[config.mk]
export PLATFORM = sky130hd
export DESIGN_NAME = obstacleTop
export DESIGN_NICKNAME = d
export VERILOG_FILES = /design/src/hw/obstacle_pkg.sv /design/src/hw/cactusMover.sv /design/src/hw/kindLfsr.sv /design/src/hw/obstacleTop.sv /design/src/hw/spriteAddrGen.sv /design/src/hw/wbRegFile.sv
export VERILOG_INCLUDE_DIRS = /design/src /design/src/hw
export SDC_FILE = /design/constraint.sdc
export NUM_CORES = 1
export LEC_CHECK = 0
export BUFFER_PORTS_ARGS = -buffer_cell sky130_fd_sc_hd__buf_2
export CAP_MARGIN = 15
export CORE_UTILIZATION = 25
export DETAILED_ROUTE_END_ITERATION = 16
export PLACE_DENSITY = 0.46
export SYNTH_ARGS = -nofsm -noshare
export SYNTH_HDL_FRONTEND = slang
export SYNTH_SLANG_ARGS = --single-unit
[constraint.sdc]
create_clock -name frame_Clk -period 12.5 [get_ports frame_Clk]
set_clock_uncertainty 0.1 [all_clocks]
set_input_delay 1.25 -clock frame_Clk [delete_from_list [all_inputs] [get_ports frame_Clk]]
set_output_delay 1.25 -clock frame_Clk [all_outputs]
set_load 0.01 [all_outputs]
[src/hw/obstacle_defs.svh]
`ifndef OBSTACLE_DEFS_SVH
`define OBSTACLE_DEFS_SVH

// visible screen and the ground rows
`define SCREEN_W      640
`define GROUND_LARGE  320   // top row of a large cactus
`define GROUND_SMALL  350   // top row of a small cactus
`define HIDE_ROW      480   // below the visible area

// sprite heights and widths in pixels
`define LARGE_H       100
`define SMALL_H       70
`define W_LARGE1      50
`define W_LARGE2      100
`define W_LARGE3      150
`define W_SMALL1      36
`define W_SMALL2      68
`define W_SMALL3      102

// start of each sprite in the ROM, row major
`define BASE_LARGE1   0
`define BASE_LARGE2   5000
`define BASE_LARGE3   15000
`define BASE_SMALL1   30000
`define BASE_SMALL2   32520
`define BASE_SMALL3   37280

// kind generator, x^6 + x^5 + 1
`define LFSR_SEED     6'b010101
`define LFSR_MASK     6'h30

`endif

[src/hw/obstacle_pkg.sv]
package obstacle_pkg;

	// signed so the cactus can hang off the left edge
	typedef logic signed [10:0] coord_t;
	typedef logic [9:0] pixel_t;
	typedef logic [17:0] spriteAddr_t;
	typedef logic [3:0] speed_t;   // pixels per step
	typedef logic [5:0] lfsr_t;

	typedef enum logic [2:0]
	{
		Large1,
		Large2,
		Large3,
		Small1,
		Small2,
		Small3,
		None
	} cactusKind_t;

	// everything the rest of the engine needs to know about the cactus
	typedef struct packed
	{
		coord_t posX;
		coord_t posY;
		pixel_t sizeX;
		pixel_t sizeY;
		spriteAddr_t base;
		cactusKind_t kind;
	} obstacleState_t;

	typedef struct packed
	{
		logic run;
		logic suppress;   // respawn as None while set
		speed_t speed;
	} ctrl_t;

	typedef struct packed
	{
		logic valid;
		pixel_t x;
		pixel_t y;
	} pixQuery_t;

	typedef struct packed
	{
		logic valid;
		logic on;   // pixel lies inside the sprite
		spriteAddr_t addr;
	} pixResult_t;

endpackage

[src/hw/cactusMover.sv]
`include "obstacle_defs.svh"

module cactusMover
	import obstacle_pkg::*;
(
	input logic frame_Clk,
	input logic Reset,
	input ctrl_t ctrl,
	output obstacleState_t state
);

	coord_t posX;
	cactusKind_t kind;
	lfsr_t rnd;
	cactusKind_t randKind;
	cactusKind_t nextKind;
	coord_t sizeXc;
	coord_t stepX;
	logic respawn;

	kindLfsr lfsr_i
	(
		.frame_Clk(frame_Clk),
		.Reset(Reset),
		.value(rnd)
	);

	// size, ground row and rom base all follow from the kind
	always_comb
	begin
		state.posX = posX;
		state.kind = kind;
		case (kind)
			Large1, Large2, Large3:
			begin
				state.posY = coord_t'(`GROUND_LARGE);
				state.sizeY = pixel_t'(`LARGE_H);
			end
			Small1, Small2, Small3:
			begin
				state.posY = coord_t'(`GROUND_SMALL);
				state.sizeY = pixel_t'(`SMALL_H);
			end
			default:
			begin
				state.posY = coord_t'(`HIDE_ROW);
				state.sizeY = '0;
			end
		endcase
		case (kind)
			Large1: state.sizeX = pixel_t'(`W_LARGE1);
			Large2: state.sizeX = pixel_t'(`W_LARGE2);
			Large3: state.sizeX = pixel_t'(`W_LARGE3);
			Small1: state.sizeX = pixel_t'(`W_SMALL1);
			Small2: state.sizeX = pixel_t'(`W_SMALL2);
			Small3: state.sizeX = pixel_t'(`W_SMALL3);
			default: state.sizeX = '0;
		endcase
		case (kind)
			Large1: state.base = spriteAddr_t'(`BASE_LARGE1);
			Large2: state.base = spriteAddr_t'(`BASE_LARGE2);
			Large3: state.base = spriteAddr_t'(`BASE_LARGE3);
			Small1: state.base = spriteAddr_t'(`BASE_SMALL1);
			Small2: state.base = spriteAddr_t'(`BASE_SMALL2);
			Small3: state.base = spriteAddr_t'(`BASE_SMALL3);
			default: state.base = '0;
		endcase
	end

	// probability bands: 1/4 1/8 1/8 large, then the same for small
	always_comb
	begin
		case (rnd[5:4])
			2'b00: randKind = Large1;                          // 0..15
			2'b01: randKind = rnd[3] ? Large3 : Large2;        // 16..31
			2'b10: randKind = Small1;                          // 32..47
			default: randKind = rnd[3] ? Small3 : Small2;      // 48..63
		endcase
	end

	assign nextKind = ctrl.suppress ? None : randKind;

	// widen to signed before comparing against posX
	assign sizeXc = coord_t'({1'b0, state.sizeX});
	assign stepX = coord_t'({7'b0, ctrl.speed});
	assign respawn = (posX <= -sizeXc);   // fully off the left edge

	always_ff @(posedge frame_Clk or posedge Reset)
	begin
		if (Reset)
		begin
			posX <= coord_t'(`SCREEN_W);
			kind <= None;
		end
		else if (ctrl.run)
		begin
			if (respawn)
			begin
				posX <= coord_t'(`SCREEN_W);
				kind <= nextKind;
			end
			else
				posX <= posX - stepX;
		end
	end

endmodule

[src/hw/kindLfsr.sv]
`include "obstacle_defs.svh"

module kindLfsr
	import obstacle_pkg::*;
(
	input logic frame_Clk,
	input logic Reset,
	output lfsr_t value
);

	lfsr_t shifted;

	// galois form, feedback from bit 0 into the taps
	always_comb
	begin
		shifted = value >> 1;
		if (value[0])
			shifted = shifted ^ `LFSR_MASK;
	end

	// free running, independent of the run bit
	always_ff @(posedge frame_Clk or posedge Reset)
	begin
		if (Reset)
			value <= `LFSR_SEED;
		else
			value <= shifted;
	end

endmodule

[src/hw/obstacleTop.sv]
module obstacleTop
	import obstacle_pkg::*;
(
	input logic frame_Clk,
	input logic Reset,
	// wishbone classic slave
	input logic cyc,
	input logic stb,
	input logic we,
	input logic [1:0] adr,
	input logic [15:0] datIn,
	output logic ack,
	output logic [15:0] datOut,
	// pixel query port
	input pixQuery_t query,
	output pixResult_t result
);

	ctrl_t ctrl;
	obstacleState_t state;

	wbRegFile regs_i
	(
		.frame_Clk(frame_Clk),
		.Reset(Reset),
		.cyc(cyc),
		.stb(stb),
		.we(we),
		.adr(adr),
		.datIn(datIn),
		.state(state),
		.ack(ack),
		.datOut(datOut),
		.ctrl(ctrl)
	);

	cactusMover mover_i
	(
		.frame_Clk(frame_Clk),
		.Reset(Reset),
		.ctrl(ctrl),
		.state(state)
	);

	spriteAddrGen addr_i
	(
		.frame_Clk(frame_Clk),
		.Reset(Reset),
		.query(query),
		.state(state),
		.result(result)
	);

endmodule

[src/hw/spriteAddrGen.sv]
module spriteAddrGen
	import obstacle_pkg::*;
(
	input logic frame_Clk,
	input logic Reset,
	input pixQuery_t query,
	input obstacleState_t state,
	output pixResult_t result
);

	coord_t qx;
	coord_t qy;
	coord_t distX;
	coord_t distY;
	logic covered;

	// stage 1 registers
	logic valid1;
	logic on1;
	pixel_t col1;
	pixel_t row1;
	pixel_t width1;
	spriteAddr_t base1;

	// stage 2 registers
	logic valid2;
	logic on2;
	spriteAddr_t addr2;

	assign qx = coord_t'({1'b0, query.x});
	assign qy = coord_t'({1'b0, query.y});
	assign distX = qx - state.posX;
	assign distY = qy - state.posY;

	// coverage box test, against the state at query time
	assign covered = (qx >= state.posX)
		&& (qx < state.posX + coord_t'({1'b0, state.sizeX}))
		&& (qy >= state.posY)
		&& (qy < state.posY + coord_t'({1'b0, state.sizeY}))
		&& (state.kind != None);

	always_ff @(posedge frame_Clk or posedge Reset)
	begin
		if (Reset)
		begin
			valid1 <= 1'b0;
			valid2 <= 1'b0;
		end
		else
		begin
			valid1 <= query.valid;
			valid2 <= valid1;
		end
	end

	always_ff @(posedge frame_Clk)
	begin
		on1 <= covered;
		col1 <= distX[9:0];   // in range whenever covered
		row1 <= distY[9:0];
		width1 <= state.sizeX;
		base1 <= state.base;
		on2 <= on1;
		if (on1)
			addr2 <= base1 + spriteAddr_t'(row1) * spriteAddr_t'(width1) + spriteAddr_t'(col1);
		else
			addr2 <= '0;
	end

	assign result.valid = valid2;
	assign result.on = on2;
	assign result.addr = addr2;

endmodule

[src/hw/wbRegFile.sv]
module wbRegFile
	import obstacle_pkg::*;
(
	input logic frame_Clk,
	input logic Reset,
	input logic cyc,
	input logic stb,
	input logic we,
	input logic [1:0] adr,
	input logic [15:0] datIn,
	input obstacleState_t state,
	output logic ack,
	output logic [15:0] datOut,
	output ctrl_t ctrl
);

	localparam logic [1:0] ADR_CTRL = 2'd0;
	localparam logic [1:0] ADR_POSX = 2'd1;
	localparam logic [1:0] ADR_KIND = 2'd2;

	logic access;   // new bus cycle, not yet acked
	logic wrCtrl;

	assign access = cyc & stb & ~ack;
	assign wrCtrl = access & we & (adr == ADR_CTRL);

	// single cycle ack, one cycle after the request
	always_ff @(posedge frame_Clk or posedge Reset)
	begin
		if (Reset)
			ack <= 1'b0;
		else
			ack <= access;
	end

	// control register, the mover sees the new value after ack
	always_ff @(posedge frame_Clk or posedge Reset)
	begin
		if (Reset)
		begin
			ctrl.run <= 1'b0;
			ctrl.suppress <= 1'b0;
			ctrl.speed <= '0;
		end
		else if (wrCtrl)
		begin
			ctrl.run <= datIn[0];
			ctrl.suppress <= datIn[1];
			ctrl.speed <= datIn[7:4];
		end
	end

	// read data straight from the live state
	always_comb
	begin
		datOut = '0;
		case (adr)
			ADR_CTRL:
			begin
				datOut[0] = ctrl.run;
				datOut[1] = ctrl.suppress;
				datOut[7:4] = ctrl.speed;
			end
			ADR_POSX:
				datOut = {{5{state.posX[10]}}, state.posX};   // sign extended
			ADR_KIND:
				datOut[2:0] = state.kind;
			default:
				datOut = '0;
		endcase
	end

endmodule

==> results of run 1 <==
## placed cells by master, fill, tap and decap left out, drive strengths merged, types with 7 or more instances in the layout
cell      n
inv     137
ha      114
buf      71
and2     62
dfxtp    55
fa       54
nor2     49
nand2    37
o21ai    34
xnor2    24
dfrtp    22
a21oi    21
nor3     15
xor2     13
nor2b    12
nand2b   10
clkbuf   10
nand3     9
o21a      9
a21boi    8
nand4     7
dfstp     7
## state kept, by name, indices dropped and copies added, names as in the netlist
signal	count
regs_i.ack	1
mover_i.posX	11
addr_i.on1	1
mover_i.lfsr_i.value	6
addr_i.base1	10
regs_i.ctrl	6
addr_i.row1	10
addr_i.valid2	1
addr_i.width1	5
addr_i.on2	1
addr_i.col1	10
mover_i.kind	3
addr_i.addr2	18
addr_i.valid1	1
## stage by stage
| step | cells | area [sq um] | util, % | worst slack, ns | hold slack, ns |
|---|---|---|---|---|---|
| after floorplan | 791 | 7350 | - | 7.60 | 0.231 |
| after global placement | 1227 | 8090 | 28.0 | 7.37 | 0.237 |
| after detailed placement | 1227 | 8090 | 28.0 | 7.37 | 0.244 |
| after CTS | 1243 | 8400 | 29.1 | 7.36 | 0.263 |
| after global routing | 1243 | 8400 | 29.1 | 7.17 | 0.263 |
| final | 1243 | 8400 | 29.1 | 7.34 | 0.262 |
## worst max path at each step
stage	slack, ns	cells after the start	end	start
after floorplan	7.60	18	addr_i.addr2[17]	addr_i.width1[7]
after global placement	7.37	17	addr_i.addr2[17]	addr_i.width1[7]
after detailed placement	7.37	17	addr_i.addr2[17]	addr_i.width1[7]
after CTS	7.36	17	addr_i.addr2[17]	addr_i.width1[7]
after global routing	7.17	17	addr_i.addr2[17]	addr_i.width1[6]
final	7.34	17	addr_i.addr2[17]	addr_i.width1[7]
## worst max-delay path, cell delays in order (launching register included)
cell	delay [ns]
sky130_fd_sc_hd__dfxtp_1	0.42
sky130_fd_sc_hd__and2_1	0.21
sky130_fd_sc_hd__fa_1	0.53
sky130_fd_sc_hd__inv_1	0.05
sky130_fd_sc_hd__fa_1	0.51
sky130_fd_sc_hd__fa_1	0.54
sky130_fd_sc_hd__inv_1	0.05
sky130_fd_sc_hd__fa_1	0.52
sky130_fd_sc_hd__inv_1	0.05
sky130_fd_sc_hd__fa_1	0.49
sky130_fd_sc_hd__inv_1	0.04
sky130_fd_sc_hd__ha_1	0.34
sky130_fd_sc_hd__o211a_1	0.28
sky130_fd_sc_hd__a21o_1	0.19
sky130_fd_sc_hd__a31o_1	0.21
sky130_fd_sc_hd__a31oi_1	0.27
sky130_fd_sc_hd__xnor2_1	0.10
sky130_fd_sc_hd__and2_1	0.15
## logic make-up (layout without fill, tap and decap cells)
group	count (synthesis)	after routing	synth area share [%]
XOR/XNOR	37	37	4.41
flip-flops	84	84	25.0
AO/OA/AOI/OAI	118	118	11.2
AND/OR/NAND/NOR	221	221	15.7
multiplexers	9	9	1.33
adder cells (fa/ha/maj)	168	168	34.1
buffers and inverters	154	222	8.25
## per-layer routing
layer  global-route usage (%)  share of wire (%)
met2                     19.3                 46
met4                     2.58               0.93
met3                     2.37                3.2
met5                        0                  0
met1                     15.2                 50
## area by class of cell
type / instances / area, sq um / share of cell area [%]
Multi-Input combinational cell: 553 / 4910 / 58.5
Sequential cell: 84 / 1840 / 21.8
Inverter: 135 / 507 / 6.03
Tap cell: 384 / 480 / 5.72
Timing Repair Buffer: 71 / 358 / 4.26
Clock buffer: 10 / 239 / 2.84
Clock inverter: 6 / 70.1 / 0.834
==> metrics.md, run 1 <==
| Metric | Value |
|---|---|
| Count of different cell masters after synthesis | 64 |
| I/O Buffers | 70 |
| Share of synthesized area occupied by flip-flops and latches | approximately 25% |
| Predominant post-synthesis flop cell | sky130_fd_sc_hd__dfxtp_1 |
| Vias after detailed routing | around 5300 |
| Synth Cell Area | between 7000 and 8000 sq um |
| Destination of the worst hold path | mover_i.lfsr_i.value[0] |
| Ant. Diodes | 0 |
| CTS root buffer | sky130_fd_sc_hd__clkbuf_16 |
| Setup Fix Bufs, Post-CTS | 0 |
| CP Max Fanout | 10 |
| Final global-route overflow total | 0 |
| Antenna viol nets, final | 0 |
| Post-CTS clock slew at the launch and capture registers of the worst setup and hold paths | roughly 0.070 ns |
| Actual slew at the worst max-slew pin | 0.564 ns |
| Drt total wl | around 16000 microns |
| Die Footprint | ~30000 sq um |
| Detailed placement HPWL | between 10000 and 15000 microns |
| Via count normalized by instance count | around 4.2 |
| Overall fraction of global-route tracks in use | between 10% and 20% |
| Number of fill cells | 3127 |
| Max-slew violations | 0 |
| Outcome | finished, final reports clean |
| Beginning of the worst register-to-register path | addr_i.width1[7] |
| Worst reg2reg path depth | 17 |
| TNS Setup | 0 ns |
| Share of the synthesized area in the top cell type | about a fifth |
| Max frequency | around 0.19 GHz |
| Synth Warn # | 0 |
| Asr flop ratio synth | around a third |
| Number of enable flip-flop cells after synthesis | 0 |
| Cell depth of the worst min-delay path | 0 |
| Worst hold-check path type | flop to flop |
| Number of synthesized register bits | 84 |
| Critical path data required time | 12.65 ns |
| CTS Hold Buffers Added | 0 |
| CTS tree | yes |
| Wire length of the first global-routing pass | approximately 28000 microns |
| Vias in the first global route | about 5400 |
| P&R area growth vs syn | 14.2% |
| Most numerous cell types in the synthesized netlist | sky130_fd_sc_hd__inv_1, sky130_fd_sc_hd__ha_1, sky130_fd_sc_hd__and2_1 |
| Number of gates given a new drive strength after cts | 0 |
| H-tree levels | 3 |
| Max_cap viols | 0 |
| Final setup fails | 0 |
| Dominant cell by count in the synthesized netlist | sky130_fd_sc_hd__inv_1 |
| Worst-skew pair later-pin latency | 0.35 ns |
| Endpoint of the worst register-to-register path | addr_i.addr2[17] |
| Slew Limit Headroom | 62.4% |
| Startpoint kind of the worst setup timing path | flop |
| Reg-to-reg setup timing slack | between 7 and 8 ns |
| Last weighted congestion value of the routability-driven placer | 0.819 |
| Largest area contributor in the synthesized netlist | sky130_fd_sc_hd__ha_1 |
| Pin count of the biggest net entering global routing | 30 |
| Startpoint of the most critical hold path | mover_i.lfsr_i.value[1] |
| Count of mapped cells out of synthesis | around 790 |
| Post-route DRC violation count | 0 |
| Minimum clock period after layout | roughly 5.2 ns |
| Maximum clock path buffer count | 2 |
| Syn_nets | between 1000 and 1500 |
| Final hold vios | 0 |
| Worst Setup End Kind | flop |
| RSZ-0062 raised after global routing | false |
| Die Y | 174 microns |
| Synth area leaders | sky130_fd_sc_hd__ha_1, sky130_fd_sc_hd__dfxtp_1, sky130_fd_sc_hd__fa_1, sky130_fd_sc_hd__dfrtp_1, sky130_fd_sc_hd__inv_1 |
| Core footprint | ~29000 sq um |
| Critical Path AT | around 5.3 ns |
| Overall die width | between 150 and 200 microns |
| Routed wirelength normalized by instance count | 13.3 microns |
| Ratio of cells with drive above 1 in the final layout | about an eighth |
| Number of violations reported at the end of detailed-routing iteration 0 | approximately 190 |
| Period utilisation layout | ~41% |
| Top-level I/O count | between 80 and 90 |
| Starting Density | approximately 25% |
| Number of nets in the layout | around 1100 |
| Kind of critical path | flop to flop |
| Post-synthesis area per instance | roughly 9.3 sq um |
| Clock buffer count from CTS | 9 |
| Number of detailed-routing iterations run before antenna repair | 4 |
| Number of rows created at floorplan | 62 |
| Number of antenna violations at the first check in global routing | 0 |
| Total number of clock tree sinks | 84 |
Power of run 1 is left out: the tool's default activity adds up to more than one toggle a clock period on the data nets, which glitch-free logic cannot reach.
==> inputs of run 2 (changes only) <==
PLACE_DENSITY = 0.47   (was 0.46)
clock period = 4.6 ns   (was 12.5 ns; I/O delays follow)
==> run 2 against run 1 <==
  * The flow now finishes with violations (negative setup slack)
  * Sequential cell count did not move
  * Critical path depth fell by 1
  * Fmax rose by 10%
  * Routed wire length rose by 1.6%
  * Sequential share of layout area fell by 0.99 points
  * Setup slack got worse by 7.4 ns
  * Cell area rose by 5.5%
  * Global-route usage rose by 0.11 points
  * Non-clock buffer count rose by 43
  * Register-to-register slack got worse by 7.4 ns
  * Clock-buffer cell count rose by 1
  * First-iteration DRC count fell by 26%
==> metrics.md, run 2 (synthesis gave the netlist of run 1 again) <==
| Metric | Value |
|---|---|
| Number of rows created at floorplan | 62 (unchanged) |
| Cell occurring most often along the worst timing path | sky130_fd_sc_hd__fa_1 (unchanged) |
| Kind of critical path | flop to flop (unchanged) |
| Wire length of the first global-routing pass | 28000 microns (was 27500 microns) |
| Via count normalized by instance count | 4.16 (was 4.23) |
| Vias after detailed routing | 5346 (was 5262) |
| Fraction of met2 tracks used by global routing | 19.6% (was 19.3%) |
| Seq. cell area | 1850 sq um (was 1840 sq um) |
| Actual slew at the worst max-slew pin | 0.507 ns (was 0.564 ns) |
| Vias in the first global route | 5576 (was 5373) |
| Slew Limit Headroom | 66.2% (was 62.4%) |
| CTS root buffer | sky130_fd_sc_hd__clkbuf_16 (unchanged) |
| Antenna viol nets, final | 0 (unchanged) |
| Cell breakdown of the critical path | and2_4 > fa_1 > inv_1 > fa_1 > fa_1 > inv_1 > fa_1 > inv_1 > fa_1 > inv_2 > ha_4 > or3_4 > o2111ai_4 > a21boi_2 > o41ai_2 > mux2i_1 (was and2_1 > fa_1 > inv_1 > fa_1 > fa_1 > inv_1 > fa_1 > inv_1 > fa_1 > inv_1 > ha_1 > o211a_1 > a21o_1 > a31o_1 > a31oi_1 > xnor2_1 > and2_1) |
| Top-level I/O count | 81 (unchanged) |
| Final hold vios | 0 (unchanged) |
| Max frequency | 0.213 GHz (was 0.194 GHz) |
| Max_cap viols | 0 (unchanged) |
| Number of fill cells | 3104 (was 3127) |
| Worst-skew pair later-pin latency | 0.36 ns (was 0.35 ns) |
| Detailed placement HPWL | 14000 microns (was 13700 microns) |
| Setup ws final | -0.0894 ns (was 7.34 ns) |
| Outcome | finished with violations (was finished, final reports clean) |
| Worst hold-check path type | input port to async pin (was flop to flop) |
| Post-route DRC violation count | 0 (unchanged) |
| Overall die width | 174 microns (unchanged) |
| Overall fraction of global-route tracks in use | 11.7% (was 11.6%) |
| Number of nets in the layout | 1109 (was 1066) |
| Starting Density | 25.5% (unchanged) |
| Beginning of the worst register-to-register path | addr_i.width1[5] (was addr_i.width1[7]) |
| Combined area of the multi-input logic cells | 5060 sq um (was 4910 sq um) |
| P&R area growth vs syn | 20.5% (was 14.2%) |
| CP Max Fanout | 5 (was 10) |
| Period utilisation layout | 102% (was 41.3%) |
| Biggest register | addr_i.addr2 (unchanged) |
| Endpoint of the worst register-to-register path | addr_i.addr2[16] (was addr_i.addr2[17]) |
| TNS Setup | -0.166 ns (was 0 ns) |
| I/O Buffers | 70 (unchanged) |
| Worst setup slack before clock tree synthesis | -0.209 ns (was 7.37 ns) |
| Final setup fails | 2 (was 0) |
| RSZ-0062 raised after global routing | true (was false) |
| Reg-to-reg setup timing slack | -0.09 ns (was 7.34 ns) |
| Met3 Track Usage GR | 2.06% (was 2.37%) |
| Number of antenna violations at the first check in global routing | 0 (unchanged) |
| Worst Setup End Kind | flop (unchanged) |
| Number of detailed-routing iterations run before antenna repair | 4 (unchanged) |
| Total number of clock tree sinks | 84 (unchanged) |
| Critical path data required time | 4.79 ns (was 12.65 ns) |
| Ant. Diodes | 0 (unchanged) |
| Pin count of the biggest net entering global routing | 30 (unchanged) |
| Number of violations reported at the end of detailed-routing iteration 0 | 139 (was 189) |
| Highest-utilization routing layer at the global route stage | met2 (unchanged) |
| CP top delay family | adder cells (unchanged) |
| Maximum clock path buffer count | 2 (unchanged) |
| Critical path's largest stage delay | 0.53 ns (was 0.54 ns) |
| Most frequent standard cell in the layout excluding fill and tap cells | sky130_fd_sc_hd__inv_1 (unchanged) |
| Clock buffer count from CTS | 9 (unchanged) |
| CTS Hold Buffers Added | 0 (unchanged) |
| Ratio of cells with drive above 1 in the final layout | 20.5% (was 13.2%) |
| Minimum clock period after layout | 4.69 ns (was 5.16 ns) |
| Die Y | 174 microns (unchanged) |
| Buffers plus inverters on the worst setup path | 4 (unchanged) |
| Post-CTS clock slew at the launch and capture registers of the worst setup and hold paths | 0.07 ns (about the same) |
| Routed wirelength normalized by instance count | 13.0 microns (was 13.3 microns) |
| Number of flip-flops in the largest register | 18 (unchanged) |
| Worst reg2reg path depth | 16 (was 17) |
| Drt total wl | 16700 microns (was 16500 microns) |
| Last weighted congestion value of the routability-driven placer | 0.800 (was 0.819) |
| Startpoint kind of the worst setup timing path | flop (unchanged) |
| Max-slew violations | 0 (unchanged) |
| CTS tree | yes (unchanged) |
| Violations in the final reports | negative setup slack |
| Die Footprint | 30100 sq um (unchanged) |
| H-tree levels | 3 (unchanged) |
| Critical Path AT | 4.88 ns (was 5.31 ns) |
| Commonest non-fill, non-tap cells in the layout | sky130_fd_sc_hd__inv_1, sky130_fd_sc_hd__ha_1, sky130_fd_sc_hd__buf_2 (unchanged) |
| Core footprint | 28900 sq um (unchanged) |
| Max stage delay cell, worst path | sky130_fd_sc_hd__fa_1 (unchanged) |
| Registers with the most flip-flops | addr_i.addr2: 18 flops, mover_i.posX: 11 flops (unchanged) |
| Final global-route overflow total | 0 (unchanged) |
| Met1 track utilization from global routing | 15.2% (about the same) |
[run 2: worst reg2reg max path: stages, from the launching register on]
cell,delay (ns)
sky130_fd_sc_hd__dfxtp_4,0.36
sky130_fd_sc_hd__and2_4,0.14
sky130_fd_sc_hd__fa_1,0.53
sky130_fd_sc_hd__inv_1,0.05
sky130_fd_sc_hd__fa_1,0.47
sky130_fd_sc_hd__fa_1,0.49
sky130_fd_sc_hd__inv_1,0.05
sky130_fd_sc_hd__fa_1,0.49
sky130_fd_sc_hd__inv_1,0.05
sky130_fd_sc_hd__fa_1,0.49
sky130_fd_sc_hd__inv_2,0.04
sky130_fd_sc_hd__ha_4,0.15
sky130_fd_sc_hd__or3_4,0.40
sky130_fd_sc_hd__o2111ai_4,0.20
sky130_fd_sc_hd__a21boi_2,0.10
sky130_fd_sc_hd__o41ai_2,0.31
sky130_fd_sc_hd__mux2i_1,0.21
[run 2: per-layer routing]
metal	routed length, microns	part of all wire [%]
met1	8290	50
met2	7830	47
met3	439	2.6
met4	187	1.1
met5	0	0
[run 2: worst max path at each step]
stage	from	end	slack [ns]	depth (start not counted)
2_1_floorplan	addr_i.width1[5]	addr_i.addr2[16]	-0.04	17
3_3_place_gp	addr_i.width1[5]	addr_i.addr2[12]	-0.21	17
3_5_place_dp	addr_i.width1[5]	addr_i.addr2[16]	-0.21	16
4_1_cts	addr_i.row1[4]	addr_i.addr2[16]	-0.15	16
5_1_grt	addr_i.width1[5]	addr_i.addr2[16]	-0.30	16
6_report	addr_i.width1[5]	addr_i.addr2[16]	-0.09	16
[run 2: layout make-up]
class / count / share of cell area, %
clock buffer: 11 / 2.74
clock inverter: 5 / 0.395
inverter: 135 / 5.72
multi-input combinational: 553 / 57.1
sequential: 84 / 20.9
tap: 384 / 5.42
timing repair buffer: 114 / 7.76
[run 2: stage by stage]
step / cells / area [sq um] / util [%] / hold WS [ns]
after global placement: 1266 / 8430 / 29.2 / 0.235
after floorplan: 791 / 7420 / - / 0.231
final: 1286 / 8860 / 30.7 / 0.0621
after global routing: 1286 / 8860 / 30.7 / 0.0898
after detailed placement: 1266 / 8430 / 29.2 / 0.247
after CTS: 1283 / 8750 / 30.3 / 0.0622
[run 2: repair_timing]
item / 4_1_cts / 5_1_grt
resized for setup: 9 / 21
setup endpoints to repair: 7 / 8
setup buffers: 1 / 3
pin swaps: 12 / 14
Power of run 2 is left out for the same reason.
==> inputs of run 3 (changes only) <==
PLACE_DENSITY = 0.46   (was 0.47)
REMOVE_ABC_BUFFERS = 1   (was unset)
SYNTH_HIERARCHICAL = 1   (was unset)
==> run 3 against run 2 <==
  * The run still ends with negative setup slack left
  * Clock-buffer cell count down 1
  * Sequential share of layout area decreased by 2.3 points
  * Register-to-register slack better by 0.07 ns
  * Highest routed layer unchanged
==> metrics.md, run 3 <==
| Metric | Value |
|---|---|
| Worst setup startpoint | addr_i/width1[5] (was addr_i.width1[5]) |
| CP Max Fanout | 6 (was 5) |
| Vias after detailed routing | 7003 (was 5346) |
| Minimum clock period after layout | 4.62 ns (was 4.69 ns) |
| Slew Limit Headroom | 52.3% (was 66.2%) |
| Drt total wl | 22800 microns (was 16700 microns) |
| Clock buffer count from CTS | 9 (unchanged) |
| Critical path data required time | 4.80 ns (was 4.79 ns) |
| Worst Setup End Kind | flop (unchanged) |
| Die Y | 199 microns (was 174 microns) |
| Max_cap viols | 0 (unchanged) |
| Core footprint | 37800 sq um (was 28900 sq um) |
| Reg-to-reg setup timing slack | -0.02 ns (was -0.09 ns) |
| Beginning of the worst register-to-register path | addr_i/width1[5] (was addr_i.width1[5]) |
| Kind of critical path | flop to flop (unchanged) |
| Vias in the first global route | 7439 (was 5576) |
| Final Instance Area | 11700 sq um (was 8860 sq um) |
| Capture point of the worst path | addr_i/addr2[14] (was addr_i.addr2[16]) |
| Startpoint kind of the worst setup timing path | flop (unchanged) |
| Count of mapped cells out of synthesis | 1047 (was 791) |
| Post-CTS clock slew at the launch and capture registers of the worst setup and hold paths | 0.08 ns (was 0.07 ns) |
| CTS tree | yes (unchanged) |
| Die Footprint | 39400 sq um (was 30100 sq um) |
| I/O Buffers | 70 (unchanged) |
| Final hold vios | 0 (unchanged) |
| Starting Density | 25.5% (about the same) |
| Overall die width | 199 microns (was 174 microns) |
| Via count normalized by instance count | 4.18 (was 4.16) |
| P&R area growth vs syn | 20.7% (was 20.5%) |
| Post-route DRC violation count | 0 (unchanged) |
| Post-placement cell area | 10900 sq um (was 8430 sq um) |
| Top-level I/O count | 81 (unchanged) |
| Antenna viol nets, final | 0 (unchanged) |
| Worst-skew pair later-pin latency | 0.36 ns (about the same) |
| Maximum clock path buffer count | 2 (unchanged) |
| Total number of clock tree sinks | 97 (was 84) |
| Commonest non-fill, non-tap cells in the layout | sky130_fd_sc_hd__inv_1, sky130_fd_sc_hd__ha_1, sky130_fd_sc_hd__fa_1 (was sky130_fd_sc_hd__inv_1, sky130_fd_sc_hd__ha_1, sky130_fd_sc_hd__buf_2) |
| Registers with the most flip-flops | addr_i/addr2: 18 flops, addr_i/base1: 18 flops, mover_i/posX: 11 flops (was addr_i.addr2: 18 flops, mover_i.posX: 11 flops) |
| Final setup fails | 3 (was 2) |
| Max frequency | 0.217 GHz (was 0.213 GHz) |
| Hold_ws | 0.102 ns (was 0.0621 ns) |
| RSZ-0062 raised after global routing | true (unchanged) |
| Ratio of cells with drive above 1 in the final layout | 23.7% (was 20.5%) |
| Number of antenna violations at the first check in global routing | 1 (was 0) |
| Setup ws final | -0.0169 ns (was -0.0894 ns) |
| H-tree levels | 3 (unchanged) |
| Worst hold-check path type | input port to flop (was input port to async pin) |
| Outcome | finished with violations (unchanged) |
| Post-synthesis area per instance | 9.22 sq um (was 9.30 sq um) |
| Period utilisation layout | 100% (was 102%) |
| Synth Warn # | 6 (was 0) |
| Detailed placement HPWL | 19200 microns (was 14000 microns) |
| Wire length of the first global-routing pass | 38300 microns (was 28000 microns) |
| Number of nets in the layout | 1416 (was 1109) |
| Synth Cell Area | 9660 sq um (was 7350 sq um) |
| Number of violations reported at the end of detailed-routing iteration 0 | 266 (was 139) |
| Cell depth of the worst min-delay path | 1 |
| Pin count of the biggest net entering global routing | 21 (was 30) |
| Max-slew violations | 0 (unchanged) |
| Most frequent standard cell in the layout excluding fill and tap cells | sky130_fd_sc_hd__inv_1 (unchanged) |
| Violations in the final reports | negative setup slack (unchanged) |
| Final global-route overflow total | 0 (unchanged) |
| Number of detailed-routing iterations run before antenna repair | 4 (unchanged) |
| Critical Path AT | 4.81 ns (was 4.88 ns) |
| Routed wirelength normalized by instance count | 13.6 microns (was 13.0 microns) |
| Number of rows created at floorplan | 71 (was 62) |
| CTS root buffer | sky130_fd_sc_hd__clkbuf_16 (unchanged) |
| Worst reg2reg path depth | 17 (was 16) |
| Last weighted congestion value of the routability-driven placer | 0.847 (was 0.800) |
| Overall fraction of global-route tracks in use | 12.5% (was 11.7%) |
| Endpoint of the worst register-to-register path | addr_i/addr2[14] (was addr_i.addr2[16]) |
| Actual slew at the worst max-slew pin | 0.715 ns (was 0.507 ns) |
| Core occupancy in the finished layout | 30.8% (was 30.7%) |
## run 3: stage by stage
| step | setup slack, ns | setup TNS, ns | instances |
|---|---|---|---|
| 2_1_floorplan | -0.224 | -0.467 | 1003 |
| 3_3_place_gp | -0.463 | -2.48 | 1655 |
| 3_5_place_dp | -0.508 | -2.47 | 1655 |
| 4_1_cts | -0.0530 | -0.0933 | 1675 |
| 5_1_grt | -0.195 | -1.00 | 1676 |
| 6_report | -0.0169 | -0.0353 | 1677 |
## run 3: worst min path at each step
stage	slack, ns	startpoint	end
floorplan	0.10	Reset	addr_i/valid1
global placement	0.24	mover_i/lfsr_i/value[1]	mover_i/lfsr_i/value[0]
detailed placement	0.24	Reset	addr_i/valid2
CTS	0.09	query[20]	addr_i/valid1
global route	0.08	query[20]	addr_i/valid1
finish	0.10	query[20]	addr_i/valid1
## run 3: critical path, stage by stage (launching register included)
cell	delay, ns
sky130_fd_sc_hd__dfxtp_4	0.38
sky130_fd_sc_hd__and2_4	0.16
sky130_fd_sc_hd__fa_2	0.56
sky130_fd_sc_hd__inv_1	0.06
sky130_fd_sc_hd__fa_1	0.47
sky130_fd_sc_hd__inv_1	0.05
sky130_fd_sc_hd__fa_2	0.35
sky130_fd_sc_hd__fa_1	0.56
sky130_fd_sc_hd__inv_2	0.04
sky130_fd_sc_hd__fa_1	0.51
sky130_fd_sc_hd__inv_2	0.05
sky130_fd_sc_hd__ha_4	0.21
sky130_fd_sc_hd__buf_6	0.12
sky130_fd_sc_hd__a21o_1	0.18
sky130_fd_sc_hd__a21oi_2	0.19
sky130_fd_sc_hd__o31ai_4	0.11
sky130_fd_sc_hd__a311oi_2	0.27
sky130_fd_sc_hd__mux2i_1	0.20
## run 3: what timing repair did
action / 4_1_cts / 5_1_grt
setup buffers: 5 / 1
hold buffers: 1 / 0
endpoints found under the setup margin: 9 / 8
cloned: 0 / 0
resized for setup: 98 / 16
endpoints found under the hold margin: 12 / 0
pin swaps: 59 / 15
## run 3: area by class of cell
class	instances	area [sq um]
well taps	511	639
diodes	1	2.50
flip-flops and latches	97	2160
repair buffers	146	977
inverters	185	694
multi-input cells	721	6860
clock inverters	6	76.3
clock buffers	10	250
fillers	4073	26200
## run 3: per-layer routing
metal	routed length, microns	vias to the layer above	GRT usage, %
met5	0	-	0
met4	321	0	3.22
met3	654	17	2.05
met2	10600	94	21.2
met1	11200	3308	16.4
li1	-	3584	-
Power of run 3 is left out for the same reason.
